## src/hw/snd_pkg.sv

```systemverilog
package snd_pkg;

	// cpu bus.
	localparam int ADR_W  = 6;
	localparam int DATA_W = 8;

	// register map of the kept voices and the global controls.
	localparam logic [ADR_W-1:0] NR11 = 6'h11; // voice 1 duty and length.
	localparam logic [ADR_W-1:0] NR12 = 6'h12; // voice 1 envelope.
	localparam logic [ADR_W-1:0] NR13 = 6'h13; // voice 1 frequency low byte.
	localparam logic [ADR_W-1:0] NR14 = 6'h14; // voice 1 control and frequency high bits.
	localparam logic [ADR_W-1:0] NR21 = 6'h16;
	localparam logic [ADR_W-1:0] NR22 = 6'h17;
	localparam logic [ADR_W-1:0] NR23 = 6'h18;
	localparam logic [ADR_W-1:0] NR24 = 6'h19;
	localparam logic [ADR_W-1:0] NR51 = 6'h25; // channel select per side.
	localparam logic [ADR_W-1:0] NR52 = 6'h26; // master enable and voice status.

	// voice field widths.
	localparam int FREQ_W     = 11;
	localparam int LEN_W      = 6;
	localparam int VOL_W      = 4;
	localparam int ENV_TIME_W = 3;

	// mix level per side.
	localparam int LEVEL_W = 6;

	// timing of the frame sequencer.
	localparam int PRESCALE_W = 13; // all ones marks one frame step.
	localparam int TICK_DIV   = 4;  // clocks per frequency tick.

	// a silent voice sits in the middle of its 4-bit range.
	localparam logic [VOL_W-1:0] VOICE_IDLE = 4'd8;

	// the two slots of the voices that no longer exist still add their idle level.
	localparam logic [LEVEL_W-1:0] DROPPED_LEVEL = 6'd16;

	// level of each side while the master enable is off.
	localparam logic [LEVEL_W-1:0] MIX_IDLE = 6'd32;

endpackage

```

## src/hw/frame_sequencer.sv

```systemverilog
module frame_sequencer (
	input  logic clk,
	input  logic reset,
	output logic freq_tick,
	output logic len_clk,
	output logic env_clk
);

	localparam int TICK_BITS = $clog2(snd_pkg::TICK_DIV);

	logic [snd_pkg::PRESCALE_W-1:0] prescale;
	logic [2:0]                     step; // frame step, eight per envelope period.
	logic                           frame_end;

	always_ff @(posedge clk) begin
		if (reset) begin
			prescale <= '0;
			step     <= '0;
		end else begin
			prescale <= prescale + 1'b1;
			if (frame_end)
				step <= step + 1'b1;
		end
	end

	assign frame_end = &prescale; // once every 8192 clocks.

	// the frequency counters advance at a quarter of the clock rate.
	assign freq_tick = &prescale[TICK_BITS-1:0];

	// length runs on the even steps and the envelope on the last step.
	assign len_clk = frame_end && !step[0];
	assign env_clk = frame_end && (&step);

endmodule

```

## src/hw/lr35902_snd.sv

```systemverilog
module lr35902_snd (
	input  logic                        clk,
	input  logic                        reset,
	input  logic [snd_pkg::ADR_W-1:0]   adr,
	input  logic [snd_pkg::DATA_W-1:0]  din,
	input  logic                        read,
	input  logic                        write,
	output logic [snd_pkg::DATA_W-1:0]  dout,
	output logic [snd_pkg::LEVEL_W-1:0] so1_level,
	output logic [snd_pkg::LEVEL_W-1:0] so2_level
);

	logic [1:0]                     v1_duty, v2_duty;
	logic [snd_pkg::LEN_W-1:0]      v1_len, v2_len;
	logic [snd_pkg::VOL_W-1:0]      v1_vol_init, v2_vol_init;
	logic                           v1_vol_inc, v2_vol_inc;
	logic [snd_pkg::ENV_TIME_W-1:0] v1_vol_time, v2_vol_time;
	logic [snd_pkg::FREQ_W-1:0]     v1_freq, v2_freq;
	logic                           v1_len_ena, v2_len_ena;
	logic                           v1_trigger, v2_trigger;
	logic                           v1_len_load, v2_len_load;
	logic                           v1_active, v2_active;
	logic [snd_pkg::VOL_W-1:0]      v1_level, v2_level;
	logic [3:0]                     route;
	logic                           master_on;
	logic                           freq_tick, len_clk, env_clk;

	snd_regs u_regs (
		.clk, .reset, .adr, .din, .read, .write, .v1_active, .v2_active, .dout,
		.v1_duty, .v1_len, .v1_vol_init, .v1_vol_inc, .v1_vol_time, .v1_freq,
		.v1_len_ena, .v1_trigger, .v1_len_load,
		.v2_duty, .v2_len, .v2_vol_init, .v2_vol_inc, .v2_vol_time, .v2_freq,
		.v2_len_ena, .v2_trigger, .v2_len_load,
		.route, .master_on
	);

	frame_sequencer u_seq (.clk, .reset, .freq_tick, .len_clk, .env_clk);

	pulse_voice u_voice1 (
		.clk, .reset, .freq_tick, .len_clk, .env_clk,
		.duty(v1_duty), .len(v1_len), .vol_init(v1_vol_init), .vol_inc(v1_vol_inc),
		.vol_time(v1_vol_time), .freq(v1_freq), .len_ena(v1_len_ena),
		.trigger(v1_trigger), .len_load(v1_len_load), .active(v1_active), .level(v1_level)
	);

	pulse_voice u_voice2 (
		.clk, .reset, .freq_tick, .len_clk, .env_clk,
		.duty(v2_duty), .len(v2_len), .vol_init(v2_vol_init), .vol_inc(v2_vol_inc),
		.vol_time(v2_vol_time), .freq(v2_freq), .len_ena(v2_len_ena),
		.trigger(v2_trigger), .len_load(v2_len_load), .active(v2_active), .level(v2_level)
	);

	snd_mixer u_mixer (
		.clk, .reset, .master_on, .route, .v1_level, .v2_level, .so1_level, .so2_level
	);

endmodule

```

## src/hw/pulse_voice.sv

```systemverilog
module pulse_voice (
	input  logic                           clk,
	input  logic                           reset,
	input  logic                           freq_tick,
	input  logic                           len_clk,
	input  logic                           env_clk,
	input  logic [1:0]                     duty,
	input  logic [snd_pkg::LEN_W-1:0]      len,
	input  logic [snd_pkg::VOL_W-1:0]      vol_init,
	input  logic                           vol_inc,
	input  logic [snd_pkg::ENV_TIME_W-1:0] vol_time,
	input  logic [snd_pkg::FREQ_W-1:0]     freq,
	input  logic                           len_ena,
	input  logic                           trigger,
	input  logic                           len_load,
	output logic                           active,
	output logic [snd_pkg::VOL_W-1:0]      level
);

	logic [snd_pkg::FREQ_W-1:0]     freq_cnt;
	logic [2:0]                     duty_step;
	logic [snd_pkg::ENV_TIME_W-1:0] env_cnt;
	logic [snd_pkg::LEN_W:0]        len_cnt; // bit 6 set means the length has run out.
	logic [snd_pkg::VOL_W-1:0]      vol;
	logic                           wave_high;

	always_ff @(posedge clk) begin
		if (reset) begin
			active    <= 1'b0;
			freq_cnt  <= '0;
			duty_step <= '0;
			env_cnt   <= '0;
			len_cnt   <= '0;
			vol       <= '0;
		end else if (trigger) begin
			active    <= 1'b1;
			freq_cnt  <= freq;
			duty_step <= '0;
			env_cnt   <= '0;
			len_cnt   <= {1'b0, len};
			vol       <= vol_init;
		end else begin
			if (freq_tick && active) begin
				freq_cnt <= freq_cnt + 1'b1;
				if (&freq_cnt) begin
					freq_cnt  <= freq;
					duty_step <= duty_step + 1'b1;
				end
			end
			if (env_clk && active && vol_time != '0) begin
				env_cnt <= env_cnt + 1'b1;
				if (env_cnt + 1'b1 == vol_time) begin
					env_cnt <= '0;
					if (vol_inc && !(&vol))
						vol <= vol + 1'b1;
					else if (!vol_inc && vol != '0)
						vol <= vol - 1'b1;
				end
			end
			if (len_clk && active && len_ena) begin
				len_cnt <= len_cnt + 1'b1;
				if (len_cnt[snd_pkg::LEN_W]) begin
					len_cnt <= {1'b0, len};
					active  <= 1'b0;
				end
			end
			if (len_load)
				len_cnt <= {1'b0, len}; // a length write wins over a length clock.
		end
	end

	always_comb begin
		case (duty)
		2'd0:    wave_high = duty_step >= 3'd1; // 12.5 percent low.
		2'd1:    wave_high = duty_step >= 3'd2;
		2'd2:    wave_high = duty_step >= 3'd4;
		default: wave_high = duty_step >= 3'd6;
		endcase
	end

	// the swing around the idle level is half the volume, rounded down above and up below.
	always_comb begin
		if (!active)
			level = snd_pkg::VOICE_IDLE;
		else if (wave_high)
			level = snd_pkg::VOICE_IDLE + vol[snd_pkg::VOL_W-1:1];
		else
			level = snd_pkg::VOICE_IDLE - vol[snd_pkg::VOL_W-1:1] - vol[0];
	end

endmodule

```

## src/hw/snd_mixer.sv

```systemverilog
module snd_mixer (
	input  logic                        clk,
	input  logic                        reset,
	input  logic                        master_on,
	input  logic [3:0]                  route,
	input  logic [snd_pkg::VOL_W-1:0]   v1_level,
	input  logic [snd_pkg::VOL_W-1:0]   v2_level,
	output logic [snd_pkg::LEVEL_W-1:0] so1_level,
	output logic [snd_pkg::LEVEL_W-1:0] so2_level
);

	logic [snd_pkg::LEVEL_W-1:0] so1_sum;
	logic [snd_pkg::LEVEL_W-1:0] so2_sum;

	// an unrouted voice contributes its idle level so the sides stay centred.
	assign so1_sum = (route[0] ? v1_level : snd_pkg::VOICE_IDLE)
		+ (route[1] ? v2_level : snd_pkg::VOICE_IDLE)
		+ snd_pkg::DROPPED_LEVEL;
	assign so2_sum = (route[2] ? v1_level : snd_pkg::VOICE_IDLE)
		+ (route[3] ? v2_level : snd_pkg::VOICE_IDLE)
		+ snd_pkg::DROPPED_LEVEL;

	always_ff @(posedge clk) begin
		if (reset || !master_on) begin
			so1_level <= snd_pkg::MIX_IDLE;
			so2_level <= snd_pkg::MIX_IDLE;
		end else begin
			so1_level <= so1_sum;
			so2_level <= so2_sum; // peaks at 46 with both voices at full volume.
		end
	end

endmodule

```

## src/hw/snd_regs.sv

```systemverilog
module snd_regs (
	input  logic                          clk,
	input  logic                          reset,
	input  logic [snd_pkg::ADR_W-1:0]     adr,
	input  logic [snd_pkg::DATA_W-1:0]    din,
	input  logic                          read,
	input  logic                          write,
	input  logic                          v1_active,
	input  logic                          v2_active,
	output logic [snd_pkg::DATA_W-1:0]    dout,
	output logic [1:0]                    v1_duty,
	output logic [snd_pkg::LEN_W-1:0]     v1_len,
	output logic [snd_pkg::VOL_W-1:0]     v1_vol_init,
	output logic                          v1_vol_inc,
	output logic [snd_pkg::ENV_TIME_W-1:0] v1_vol_time,
	output logic [snd_pkg::FREQ_W-1:0]    v1_freq,
	output logic                          v1_len_ena,
	output logic                          v1_trigger,
	output logic                          v1_len_load,
	output logic [1:0]                    v2_duty,
	output logic [snd_pkg::LEN_W-1:0]     v2_len,
	output logic [snd_pkg::VOL_W-1:0]     v2_vol_init,
	output logic                          v2_vol_inc,
	output logic [snd_pkg::ENV_TIME_W-1:0] v2_vol_time,
	output logic [snd_pkg::FREQ_W-1:0]    v2_freq,
	output logic                          v2_len_ena,
	output logic                          v2_trigger,
	output logic                          v2_len_load,
	output logic [3:0]                    route,
	output logic                          master_on
);

	logic                          v1_trig_req; // trigger write seen, pulse follows next edge.
	logic                          v2_trig_req;
	logic [snd_pkg::DATA_W-1:0]    rdata;

	always_ff @(posedge clk) begin
		if (reset) begin
			{v1_duty, v1_len, v1_vol_init, v1_vol_inc, v1_vol_time} <= '0;
			{v2_duty, v2_len, v2_vol_init, v2_vol_inc, v2_vol_time} <= '0;
			{v1_freq, v1_len_ena, v2_freq, v2_len_ena} <= '0;
			{v1_trig_req, v2_trig_req, v1_trigger, v2_trigger} <= '0;
			{v1_len_load, v2_len_load} <= '0;
			route     <= '0;
			master_on <= 1'b0;
		end else begin
			v1_trigger  <= v1_trig_req; // the voice sees the new frequency by now.
			v2_trigger  <= v2_trig_req;
			v1_trig_req <= 1'b0;
			v2_trig_req <= 1'b0;
			v1_len_load <= 1'b0;
			v2_len_load <= 1'b0;
			if (write && master_on) begin
				case (adr)
				snd_pkg::NR11: begin
					{v1_duty, v1_len} <= din;
					v1_len_load       <= 1'b1; // restart the length count.
				end
				snd_pkg::NR12: {v1_vol_init, v1_vol_inc, v1_vol_time} <= din;
				snd_pkg::NR13: v1_freq[7:0] <= din;
				snd_pkg::NR14: begin
					v1_freq[10:8] <= din[2:0];
					v1_len_ena    <= din[6];
					v1_trig_req   <= din[7];
				end
				snd_pkg::NR21: begin
					{v2_duty, v2_len} <= din;
					v2_len_load       <= 1'b1;
				end
				snd_pkg::NR22: {v2_vol_init, v2_vol_inc, v2_vol_time} <= din;
				snd_pkg::NR23: v2_freq[7:0] <= din;
				snd_pkg::NR24: begin
					v2_freq[10:8] <= din[2:0];
					v2_len_ena    <= din[6];
					v2_trig_req   <= din[7];
				end
				snd_pkg::NR51: route <= {din[5:4], din[1:0]}; // slots of the dropped voices are not kept.
				snd_pkg::NR52: master_on <= din[7];
				default: ;
				endcase
			end else if (write && adr == snd_pkg::NR52 && din[7]) begin
				master_on <= 1'b1; // the only write accepted while the unit is off.
			end
		end
	end

	always_comb begin
		case (adr)
		snd_pkg::NR11: rdata = {v1_duty, v1_len};
		snd_pkg::NR12: rdata = {v1_vol_init, v1_vol_inc, v1_vol_time};
		snd_pkg::NR14: rdata = {1'b1, v1_len_ena, 6'h3f};
		snd_pkg::NR21: rdata = {v2_duty, v2_len};
		snd_pkg::NR22: rdata = {v2_vol_init, v2_vol_inc, v2_vol_time};
		snd_pkg::NR24: rdata = {1'b1, v2_len_ena, 6'h3f};
		snd_pkg::NR51: rdata = {2'b11, route[3:2], 2'b11, route[1:0]};
		snd_pkg::NR52: rdata = {master_on, 5'h1f, v2_active, v1_active};
		default:       rdata = 8'hff; // frequency bytes are write only.
		endcase
	end

	always_ff @(posedge clk) begin
		if (reset)
			dout <= '0;
		else if (read)
			dout <= rdata; // held until the next read strobe.
	end

endmodule

```

## config.mk

```make
export PLATFORM = sky130hd
export DESIGN_NAME = lr35902_snd
export DESIGN_NICKNAME = d
export VERILOG_FILES = /design/src/hw/snd_pkg.sv /design/src/hw/frame_sequencer.sv /design/src/hw/lr35902_snd.sv /design/src/hw/pulse_voice.sv /design/src/hw/snd_mixer.sv /design/src/hw/snd_regs.sv
export SDC_FILE = /design/constraint.sdc
export NUM_CORES = 1
export LEC_CHECK = 0
export BUFFER_PORTS_ARGS = -buffer_cell sky130_fd_sc_hd__buf_4
export CAP_MARGIN = 30
export CORE_MARGIN = 8
export CORE_UTILIZATION = 48
export CTS_BUF_LIST = sky130_fd_sc_hd__clkbuf_8
export DETAILED_ROUTE_END_ITERATION = 16
export SLEW_MARGIN = 20
export SYNTH_ARGS = -nofsm -noshare
export SYNTH_HDL_FRONTEND = slang
export SYNTH_SLANG_ARGS = --single-unit
```

## constraint.sdc

```tcl
create_clock -name clk -period 8.9 [get_ports clk]
set_clock_uncertainty 0.2 [all_clocks]
set_input_delay 1.335 -clock clk [delete_from_list [all_inputs] [get_ports clk]]
set_output_delay 1.335 -clock clk [all_outputs]
set_load 0.02 [all_outputs]
```

==> results of run 1 <==
## stage by stage
stage	util	power [mW]
2_1_floorplan	-	0.775
3_3_place_gp	0.506	0.799
3_5_place_dp	0.507	0.800
4_1_cts	0.528	1.30
5_1_grt	0.528	1.33
6_report	0.528	1.28
## Yosys cell counts (all sizes together), types with 6 or more instances
| cell | instances | area (sq um) |
|---|---|---|
| inv | 33 | 124 |
| nor4 | 8 | 50.1 |
| nand2 | 55 | 206 |
| nand4 | 15 | 100 |
| buf | 14 | 87.6 |
| a21oi | 47 | 235 |
| mux2i | 75 | 751 |
| xor2 | 11 | 96.3 |
| or3 | 6 | 37.5 |
| a211oi | 18 | 140 |
| a31oi | 8 | 50.1 |
| nor2 | 153 | 607 |
| and3 | 18 | 113 |
| a21o | 6 | 45.0 |
| a22oi | 8 | 60.1 |
| nand3 | 39 | 200 |
| dfxtp | 161 | 3220 |
| nor3 | 27 | 180 |
| clkbuf | 34 | 130 |
| nor2b | 10 | 62.6 |
| a311oi | 7 | 61.3 |
| ha | 34 | 425 |
| xnor2 | 21 | 184 |
| a22o | 6 | 52.6 |
| o21ai | 29 | 145 |
| and2 | 10 | 62.6 |
## logic make-up (layout without fill, tap and decap cells)
group           count (synthesis)  after routing  synth area share
compound gates                174            174             0.144
simple gates                  378            378             0.233
fa+ha+maj                      38             38            0.0609
mux                            77             77            0.0932
xor+xnor                       34             34            0.0394
flops                         161            161             0.389
buf+inv                        82            108            0.0416
## how the worst min path moves through the flow
stage | startpoint | endpoint | slack (ps) | cells after the start
after floorplan | u_regs.v1_trig_req$_SDFF_PP0_ | u_regs.v1_trigger$_SDFF_PP0_ | 210 | 1
after global placement | u_regs.v2_trig_req$_SDFF_PP0_ | u_regs.v2_trigger$_SDFF_PP0_ | 220 | 1
after detailed placement | u_regs.v1_trig_req$_SDFF_PP0_ | u_regs.v1_trigger$_SDFF_PP0_ | 230 | 1
after CTS | u_regs.v1_trig_req$_SDFF_PP0_ | u_regs.v1_trigger$_SDFF_PP0_ | 250 | 1
after global routing | u_regs.v1_trig_req$_SDFF_PP0_ | u_regs.v1_trigger$_SDFF_PP0_ | 260 | 1
final | u_regs.v1_trig_req$_SDFF_PP0_ | u_regs.v1_trigger$_SDFF_PP0_ | 250 | 1
## state kept, by name (all words and copies together), names as in the netlist, 4 cells and up
signal and flops:
u_seq.prescale 13, u_voice1.freq_cnt 11, u_voice2.freq_cnt 11, u_regs.dout 8, u_regs.v1_vol_init 4, u_regs.route 4, u_regs.v2_len 6, u_voice2.len_cnt 7
u_voice2.vol 4, u_mixer.so1_level 6, u_regs.v2_vol_init 4, u_voice1.len_cnt 7, u_regs.v1_len 6, u_regs.v2_freq 11, u_voice1.vol 4, u_regs.v1_freq 11
u_mixer.so2_level 6
## final cells by class
| type | instances | area (sq um) | area share |
|---|---|---|---|
| multi-input cells | 701 | 4730 | 0.523 |
| clock buffers | 21 | 289 | 0.0320 |
| flip-flops and latches | 161 | 3220 | 0.356 |
| clock inverters | 11 | 81.3 | 0.00899 |
| repair buffers | 42 | 315 | 0.0349 |
| well taps | 225 | 282 | 0.0311 |
| inverters | 34 | 128 | 0.0141 |
## power by group
part           switching [mW]  total, mW  internal [mW]
combinational          0.0395     0.0556         0.0161
sequential            0.00340      0.727          0.724
clock                   0.278      0.501          0.223
## per-layer routing
metal,track usage,share of wire,up-vias
met4,0.0724,0.019,0
met5,0,0,-
li1,-,-,3411
met2,0.302,0.45,130
met1,0.269,0.50,3236
met3,0.0355,0.034,25
## placed cells by master, fill, tap and decap left out, drive strengths merged, types with 7 or more instances in the layout
cell	instances
dfxtp	161
nor2	153
mux2i	75
nand2	55
a21oi	47
buf	42
nand3	39
inv	36
ha	34
o21ai	29
nor3	27
xnor2	21
clkbuf	21
and3	18
a211oi	18
nand4	15
xor2	11
nor2b	10
and2	10
a22oi	8
nor4	8
a31oi	8
a311oi	7
==> flow_summary.ini, run 1 <==
[timing]
finalHoldViolations = 0
setup_slack_ps = 5690
setup_violations = 0
finalCritPeriodShare = 0.360
hold_ws_ps = 246
final_max_slew_viol_count = 0
fmax_mhz = 312
worst_pin_slew_ps = 909
rsz0062_at_grt = false
setup_tns_ps = 0
relSlewSlack = 0.394
period_minus_slack_ps = 3210

[floorplanning]
die_y_microns = 147
num_io_pins = 38
core_sq_mm = 0.0171
initial_core_util = 0.485
dieArea_sq_mm = 0.0217
num_rows = 48
fp.dieW_microns = 147

[grt]
grt_pass1_vias = 6443
grt.overflow.total = 0
antenna_found_initial = 0
grt_max_degree = 84
grt_usage = 0.196
grt_pass1_wl_microns = 34100

[logic_synthesis]
synth_cell_types = 80
synth_ff_type = dfxtp_1
syn_nets = 1000
syn_area_sq_mm = 0.00830
ys_ff_latch = 161
async_flop_share = 0
postSynthAreaPerCell_sq_um = 8.79
yosysWarnings = 0
synth-edff-count = 0
yosysSeqAreaShare = 0.389
synthesis.instances = 944

[critical_path]
path_cells = inv_1 > ha_1 > o21ba_2 > o22a_1 > o22ai_1 > mux2i_1 > or2_2 > fa_1 > nor2b_1 > o21ai_0 > and2_1
reg2reg_depth = 11
end_kind = flip-flop
worstSetupStartpoint = u_voice1.duty_step[1]$_SDFFE_PP0P_
crit_buf_inv = 1
critPathRequiredTime_ps = 9060
critPathMaxStageDelay_ps = 450
critPathCapture = u_mixer.so1_level[4]$_SDFF_PP0_
regToRegEndpoint = u_mixer.so1_level[4]$_SDFF_PP0_
worstSetupStartpointType = flip-flop
reg2reg_from = u_voice1.duty_step[1]$_SDFFE_PP0P_
reg2reg_slack_ps = 5690
slowest_stage = fa_1
crit_cells = 11
crit_family = compound AO/OA/AOI/OAI gates
critPathKind = flip-flop to flip-flop
worstPathArrival_ps = 3360
path_max_fanout = 5

[cts]
cts_root_buffer = clkbuf_8
clockBufferDepth = 2
tritoncts = built
cts-resized-gates = 0
h-tree-depth = 4
cts_buffers = 17
clkLatencyLatePin_ps = 470
clkSinkCount = 161
cts_setup_buffers = 0
ctsHoldBuffers = 0
clk_pin_slew_ps = 90

[place]
place_hpwl_microns = 15200
post-place-ws_ps = 5450
placed_cell_area_sq_mm = 0.00867
gp_congestion = 0.860
io_buffer_count = 37
dp_cells = 1163

[hold_path]
hold_path.class = flip-flop to flip-flop

[status]
outcome = finished clean

[routing]
drtIter0Drc = 495
ant_nets = 0
drc = 0
first_pass_iters = 5
post_drt_via_cell_ratio = 5.69
wirelength_microns = 21100
post_drt_wl_per_cell_microns = 17.7
vias = 6802

[finish]
drive_above_1_share = 0.104
num_antenna_cells = 0
syn2layout_area_growth_pct = 9.03
nFillCells = 1665
stdcell_count = 1195
final_nets = 1013
finalInstanceArea_sq_mm = 0.00904

[pwr]
leakage_nw = 3.37
ir_drop_uv = 107
power_density_mw_per_mm2 = 142

[job]
cap_viol_max_count = 0
No activity file was read; power rests on OpenSTA's default activity.
==> inputs of run 2 (changes only) <==
PLACE_DENSITY = 0.67   (was not set)
clock period = 2.7 ns   (was 8.9 ns; I/O delays follow)
==> flow_summary.ini, run 2 (synthesis results as in run 1) <==
[timing]
relSlewSlack = 0.568
setup_violations = 2
final_max_slew_viol_count = 0
finalCritPeriodShare = 1.02
fmax_mhz = 365
setup_slack_ps = -42.2
hold_ws_ps = 39.2
finalHoldViolations = 0
period_minus_slack_ps = 2740
worst_pin_slew_ps = 640
rsz0062_at_grt = true

[routing]
vias = 7121
ant_nets = 0
post_drt_wl_per_cell_microns = 17.9
first_pass_iters = 5
post_drt_via_cell_ratio = 5.82
wirelength_microns = 21900
drtIter0Drc = 479
drc = 0

[job]
cap_viol_max_count = 0

[critical_path]
critPathRequiredTime_ps = 2860
reg2reg_slack_ps = -40
end_kind = flip-flop
worstSetupStartpoint = u_voice1.duty_step[1]$_SDFFE_PP0P_
slowest_stage = dfxtp_2
worstPathArrival_ps = 2900
reg2reg_from = u_voice1.duty_step[1]$_SDFFE_PP0P_
critPathMaxStageDelay_ps = 350
cp_common_cell = nor2_1
critPathKind = flip-flop to flip-flop
path_max_fanout = 3
worstSetupStartpointType = flip-flop
path_cells = inv_2 > ha_4 > o21ba_2 > o22a_1 > o22ai_4 > mux2i_4 > nor2_1 > ha_1 > a21o_1 > a21oi_2 > xnor2_1 > nor2_1

[place]
gp_congestion = 0.917
io_buffer_count = 37
place_hpwl_microns = 15800
placed_cell_area_sq_mm = 0.00892

[floorplanning]
fp.dieW_microns = 147
core_sq_mm = 0.0171
num_io_pins = 38
num_rows = 48
dieArea_sq_mm = 0.0217
die_y_microns = 147
initial_core_util = 0.485

[finish]
mostFrequentLayoutCells = dfxtp_1 (159), nor2_1 (149), mux2i_1 (71)
drive_above_1_share = 0.149
regMostFlops = u_seq.prescale
final_nets = 1044
ff_latch_area_sq_mm = 0.00323
nFillCells = 1574
num_antenna_cells = 0
final_common_cell = dfxtp_1
syn2layout_area_growth_pct = 13.8
largest_register_ffs = 13
finalInstanceArea_sq_mm = 0.00944
multi_input_area_sq_mm = 0.00483

[cts]
clkLatencyLatePin_ps = 470
clkSinkCount = 161
h-tree-depth = 4
tritoncts = built
clockBufferDepth = 2
clk_pin_slew_ps = 90
cts_buffers = 17
cts_root_buffer = clkbuf_8

[hold_path]
hold_path.class = input pin to flip-flop
hold_path_startpoint = write

[pwr]
power.total_mw = 4.39
ir_drop_uv = 379
power_density_mw_per_mm2 = 465
leakage_nw = 3.55

[grt]
grt_pass1_wl_microns = 35100
grt_max_degree = 88
grt_usage = 0.203
antenna_found_initial = 0
grt.overflow.total = 0
grt_pass1_vias = 6799

[status]
outcome = finished with violations
violations = negative setup slack
[run 2: routing by layer]
metal	part of all wire	vias up	track usage
li1	-	3484	-
met1	0.46	3419	0.263
met2	0.46	184	0.326
met3	0.059	34	0.0456
met4	0.021	0	0.0729
met5	0	-	0
[run 2: worst paths after layout]
kind,to,cells after the start
min reg2reg,u_regs.v2_trigger$_SDFF_PP0_,1
max reg2reg,u_mixer.so1_level[3]$_SDFF_PP0_,12
max,u_mixer.so1_level[3]$_SDFF_PP0_,12
min,u_regs.master_on$_SDFFE_PP0P_,4
[run 2: critical path: cells and delay by family, from the launching register on]
family | cells | cell delay (ps)
buffers and inverters | 1 | 40
DFF | 1 | 350
AOI/OAI and AO/OA | 5 | 1000
xor gates and xnor gates | 1 | 140
adders and majority gates | 2 | 410
and+or+nand+nor | 2 | 150
muxes | 1 | 340
[run 2: timing repair]
item / in CTS / in global routing
hold buffers: 0 / 0
setup buffers: 0 / 2
pin swaps: 1 / 17
endpoints found under the setup margin: 5 / 10
gates resized for setup: 3 / 26
[run 2: stage by stage]
| stage | instances | util | TNS, ps | worst slack, ps |
|---|---|---|---|---|
| 2_1_floorplan | 944 | - | 0 | 11.9 |
| 3_3_place_gp | 1192 | 0.521 | -50.8 | -19.5 |
| 3_5_place_dp | 1192 | 0.521 | -172 | -59.7 |
| 4_1_cts | 1221 | 0.545 | -0.438 | -0.438 |
| 5_1_grt | 1223 | 0.551 | -853 | -184 |
| 6_report | 1223 | 0.551 | -43.8 | -42.2 |
[run 2: area by class of cell]
class | instances | share of cell area
Clock buffer | 18 | 0.0263
Clock inverter | 11 | 0.0152
Inverter | 34 | 0.0135
Multi-Input combinational cell | 701 | 0.512
Sequential cell | 161 | 0.342
Tap cell | 225 | 0.0298
Timing Repair Buffer | 73 | 0.0611
[run 2: report_power, final]
part,leakage (nW),total (mW),switching (mW),internal [mW]
Sequential,1.30,2.40,0.0115,2.39
Combinational,2.05,0.192,0.133,0.0590
Clock,0.205,1.80,0.879,0.920
Total,3.55,4.39,1.02,3.36
==> inputs of run 3 (changes only) <==
HOLD_SLACK_MARGIN = 0.06   (was not set)
PLACE_DENSITY = not set   (was 0.67)
clock period = 2.8 ns   (was 2.7 ns; I/O delays follow)
==> flow_summary.ini, run 3 (synthesis results as in run 1) <==
[status]
outcome = finished clean

[cts]
tritoncts = built
h-tree-depth = 4
clk_pin_slew_ps = 100
cts_root_buffer = clkbuf_8
clkLatencyLatePin_ps = 460
cts_buffers = 17
clkSinkCount = 161
clockBufferDepth = 2

[routing]
drc = 0
wirelength_microns = 21600
vias = 6894
post_drt_wl_per_cell_microns = 17.6
post_drt_via_cell_ratio = 5.63
first_pass_iters = 5
drtIter0Drc = 514
ant_nets = 0

[timing]
fmax_mhz = 370
finalCritPeriodShare = 0.966
finalHoldViolations = 0
relSlewSlack = 0.555
worst_pin_slew_ps = 668
final_max_slew_viol_count = 0
setup_violations = 0
rsz0062_at_grt = true
setup_tns_ps = 0
period_minus_slack_ps = 2700
setup_slack_ps = 95.4

[place]
post-place-ws_ps = -93.7
place_hpwl_microns = 15400
gp_congestion = 0.839
io_buffer_count = 37
dp_cells = 1189

[floorplanning]
core_sq_mm = 0.0171
initial_core_util = 0.485
num_io_pins = 38
num_rows = 48
fp.dieW_microns = 147
dieArea_sq_mm = 0.0217
die_y_microns = 147

[finish]
num_antenna_cells = 0
largest_register_ffs = 13
regMostFlops = u_seq.prescale
final_nets = 1042
mostFrequentLayoutCells = dfxtp_1 (159), nor2_1 (148), mux2i_1 (71)
syn2layout_area_growth_pct = 14.4
stdcell_count = 1224
drive_above_1_share = 0.147
final_common_cell = dfxtp_1
nFillCells = 1611

[critical_path]
path_max_fanout = 4
critPathRequiredTime_ps = 2950
end_kind = flip-flop
worstPathArrival_ps = 2850
worstSetupStartpointType = flip-flop
critPathKind = flip-flop to flip-flop

[grt]
grt.overflow.total = 0
grt_max_degree = 127
grt_usage = 0.202
grt_pass1_wl_microns = 35400
antenna_found_initial = 0
grt_pass1_vias = 6687

[hold_path]
hold_path.class = input pin to flip-flop

[job]
cap_viol_max_count = 0

[pwr]
ir_drop_uv = 354
power.total_mw = 4.44
leakage_nw = 3.56
power_density_mw_per_mm2 = 468
run 3: cell count changes in the layout (fill, tap and decap cells not counted), moves of 2 or more:
| cell | delta |
|---|---|
| buf_4 | -3 |
| clkbuf_8 | +2 |
| clkinv_4 | -2 |
| clkinvlp_4 | +2 |
| dlygate4sd3_1 | +2 |
run 3: path summary, 6_finish.rpt:
path	startpoint	end	slack, ps	cells past startpoint
min reg2reg	u_regs.v2_trig_req$_SDFF_PP0_	u_regs.v2_trigger$_SDFF_PP0_	230	1
max reg2reg	u_voice1.duty_step[0]$_SDFFE_PP0P_	u_mixer.so1_level[3]$_SDFF_PP0_	100	12
min	din[7]	u_regs.master_on$_SDFFE_PP0P_	90	3
max	u_voice1.duty_step[0]$_SDFFE_PP0P_	u_mixer.so1_level[3]$_SDFF_PP0_	100	12
run 3: through the flow:
stage / hold slack (ps) / cell area, sq um / util
final: 94.4 / 9490 / 0.554
after floorplan: 214 / 8300 / -
after CTS: 64.4 / 9400 / 0.549
after global routing: 83.1 / 9490 / 0.554
after detailed placement: 222 / 8890 / 0.520
after global placement: 225 / 8890 / 0.520
run 3: cell type report:
type / count / area (sq um) / area share
inverters: 34 / 128 / 0.0134
flip-flops and latches: 161 / 3230 / 0.340
repair buffers: 71 / 563 / 0.0593
clock inverters: 12 / 180 / 0.0190
well taps: 225 / 282 / 0.0297
multi-input cells: 701 / 4840 / 0.510
clock buffers: 20 / 275 / 0.0290
run 3: metal layers:
layer / global-route usage / routed length, microns
met3: 0.0456 / 1090
met5: 0 / 0
met1: 0.267 / 10400
met4: 0.0637 / 385
met2: 0.321 / 9710
run 3: report_power, final:
group	switching, mW	internal [mW]	total, mW
sequential	0.0107	2.30	2.31
combinational	0.126	0.0567	0.183
clock	0.902	1.05	1.95
total	1.04	3.41	4.44
run 3: critical path, stage by stage, from the launching register on:
cell     delay (ps)
dfxtp_2         370
ha_4            170
o21ba_4         180
o22a_1          180
o22ai_1         110
buf_4           180
mux2i_4         330
nor2_2           80
ha_1            280
a21o_1          170
a21oi_2         150
xnor2_1         130
nor2_1           60
run 3: what timing repair did:
action,4_1_cts,5_1_grt
pin swaps,0,14
hold buffers,2,0
gates resized for setup,4,23
buffers inserted,1,0
endpoints found under the setup margin,4,10
endpoints found under the hold margin,2,0
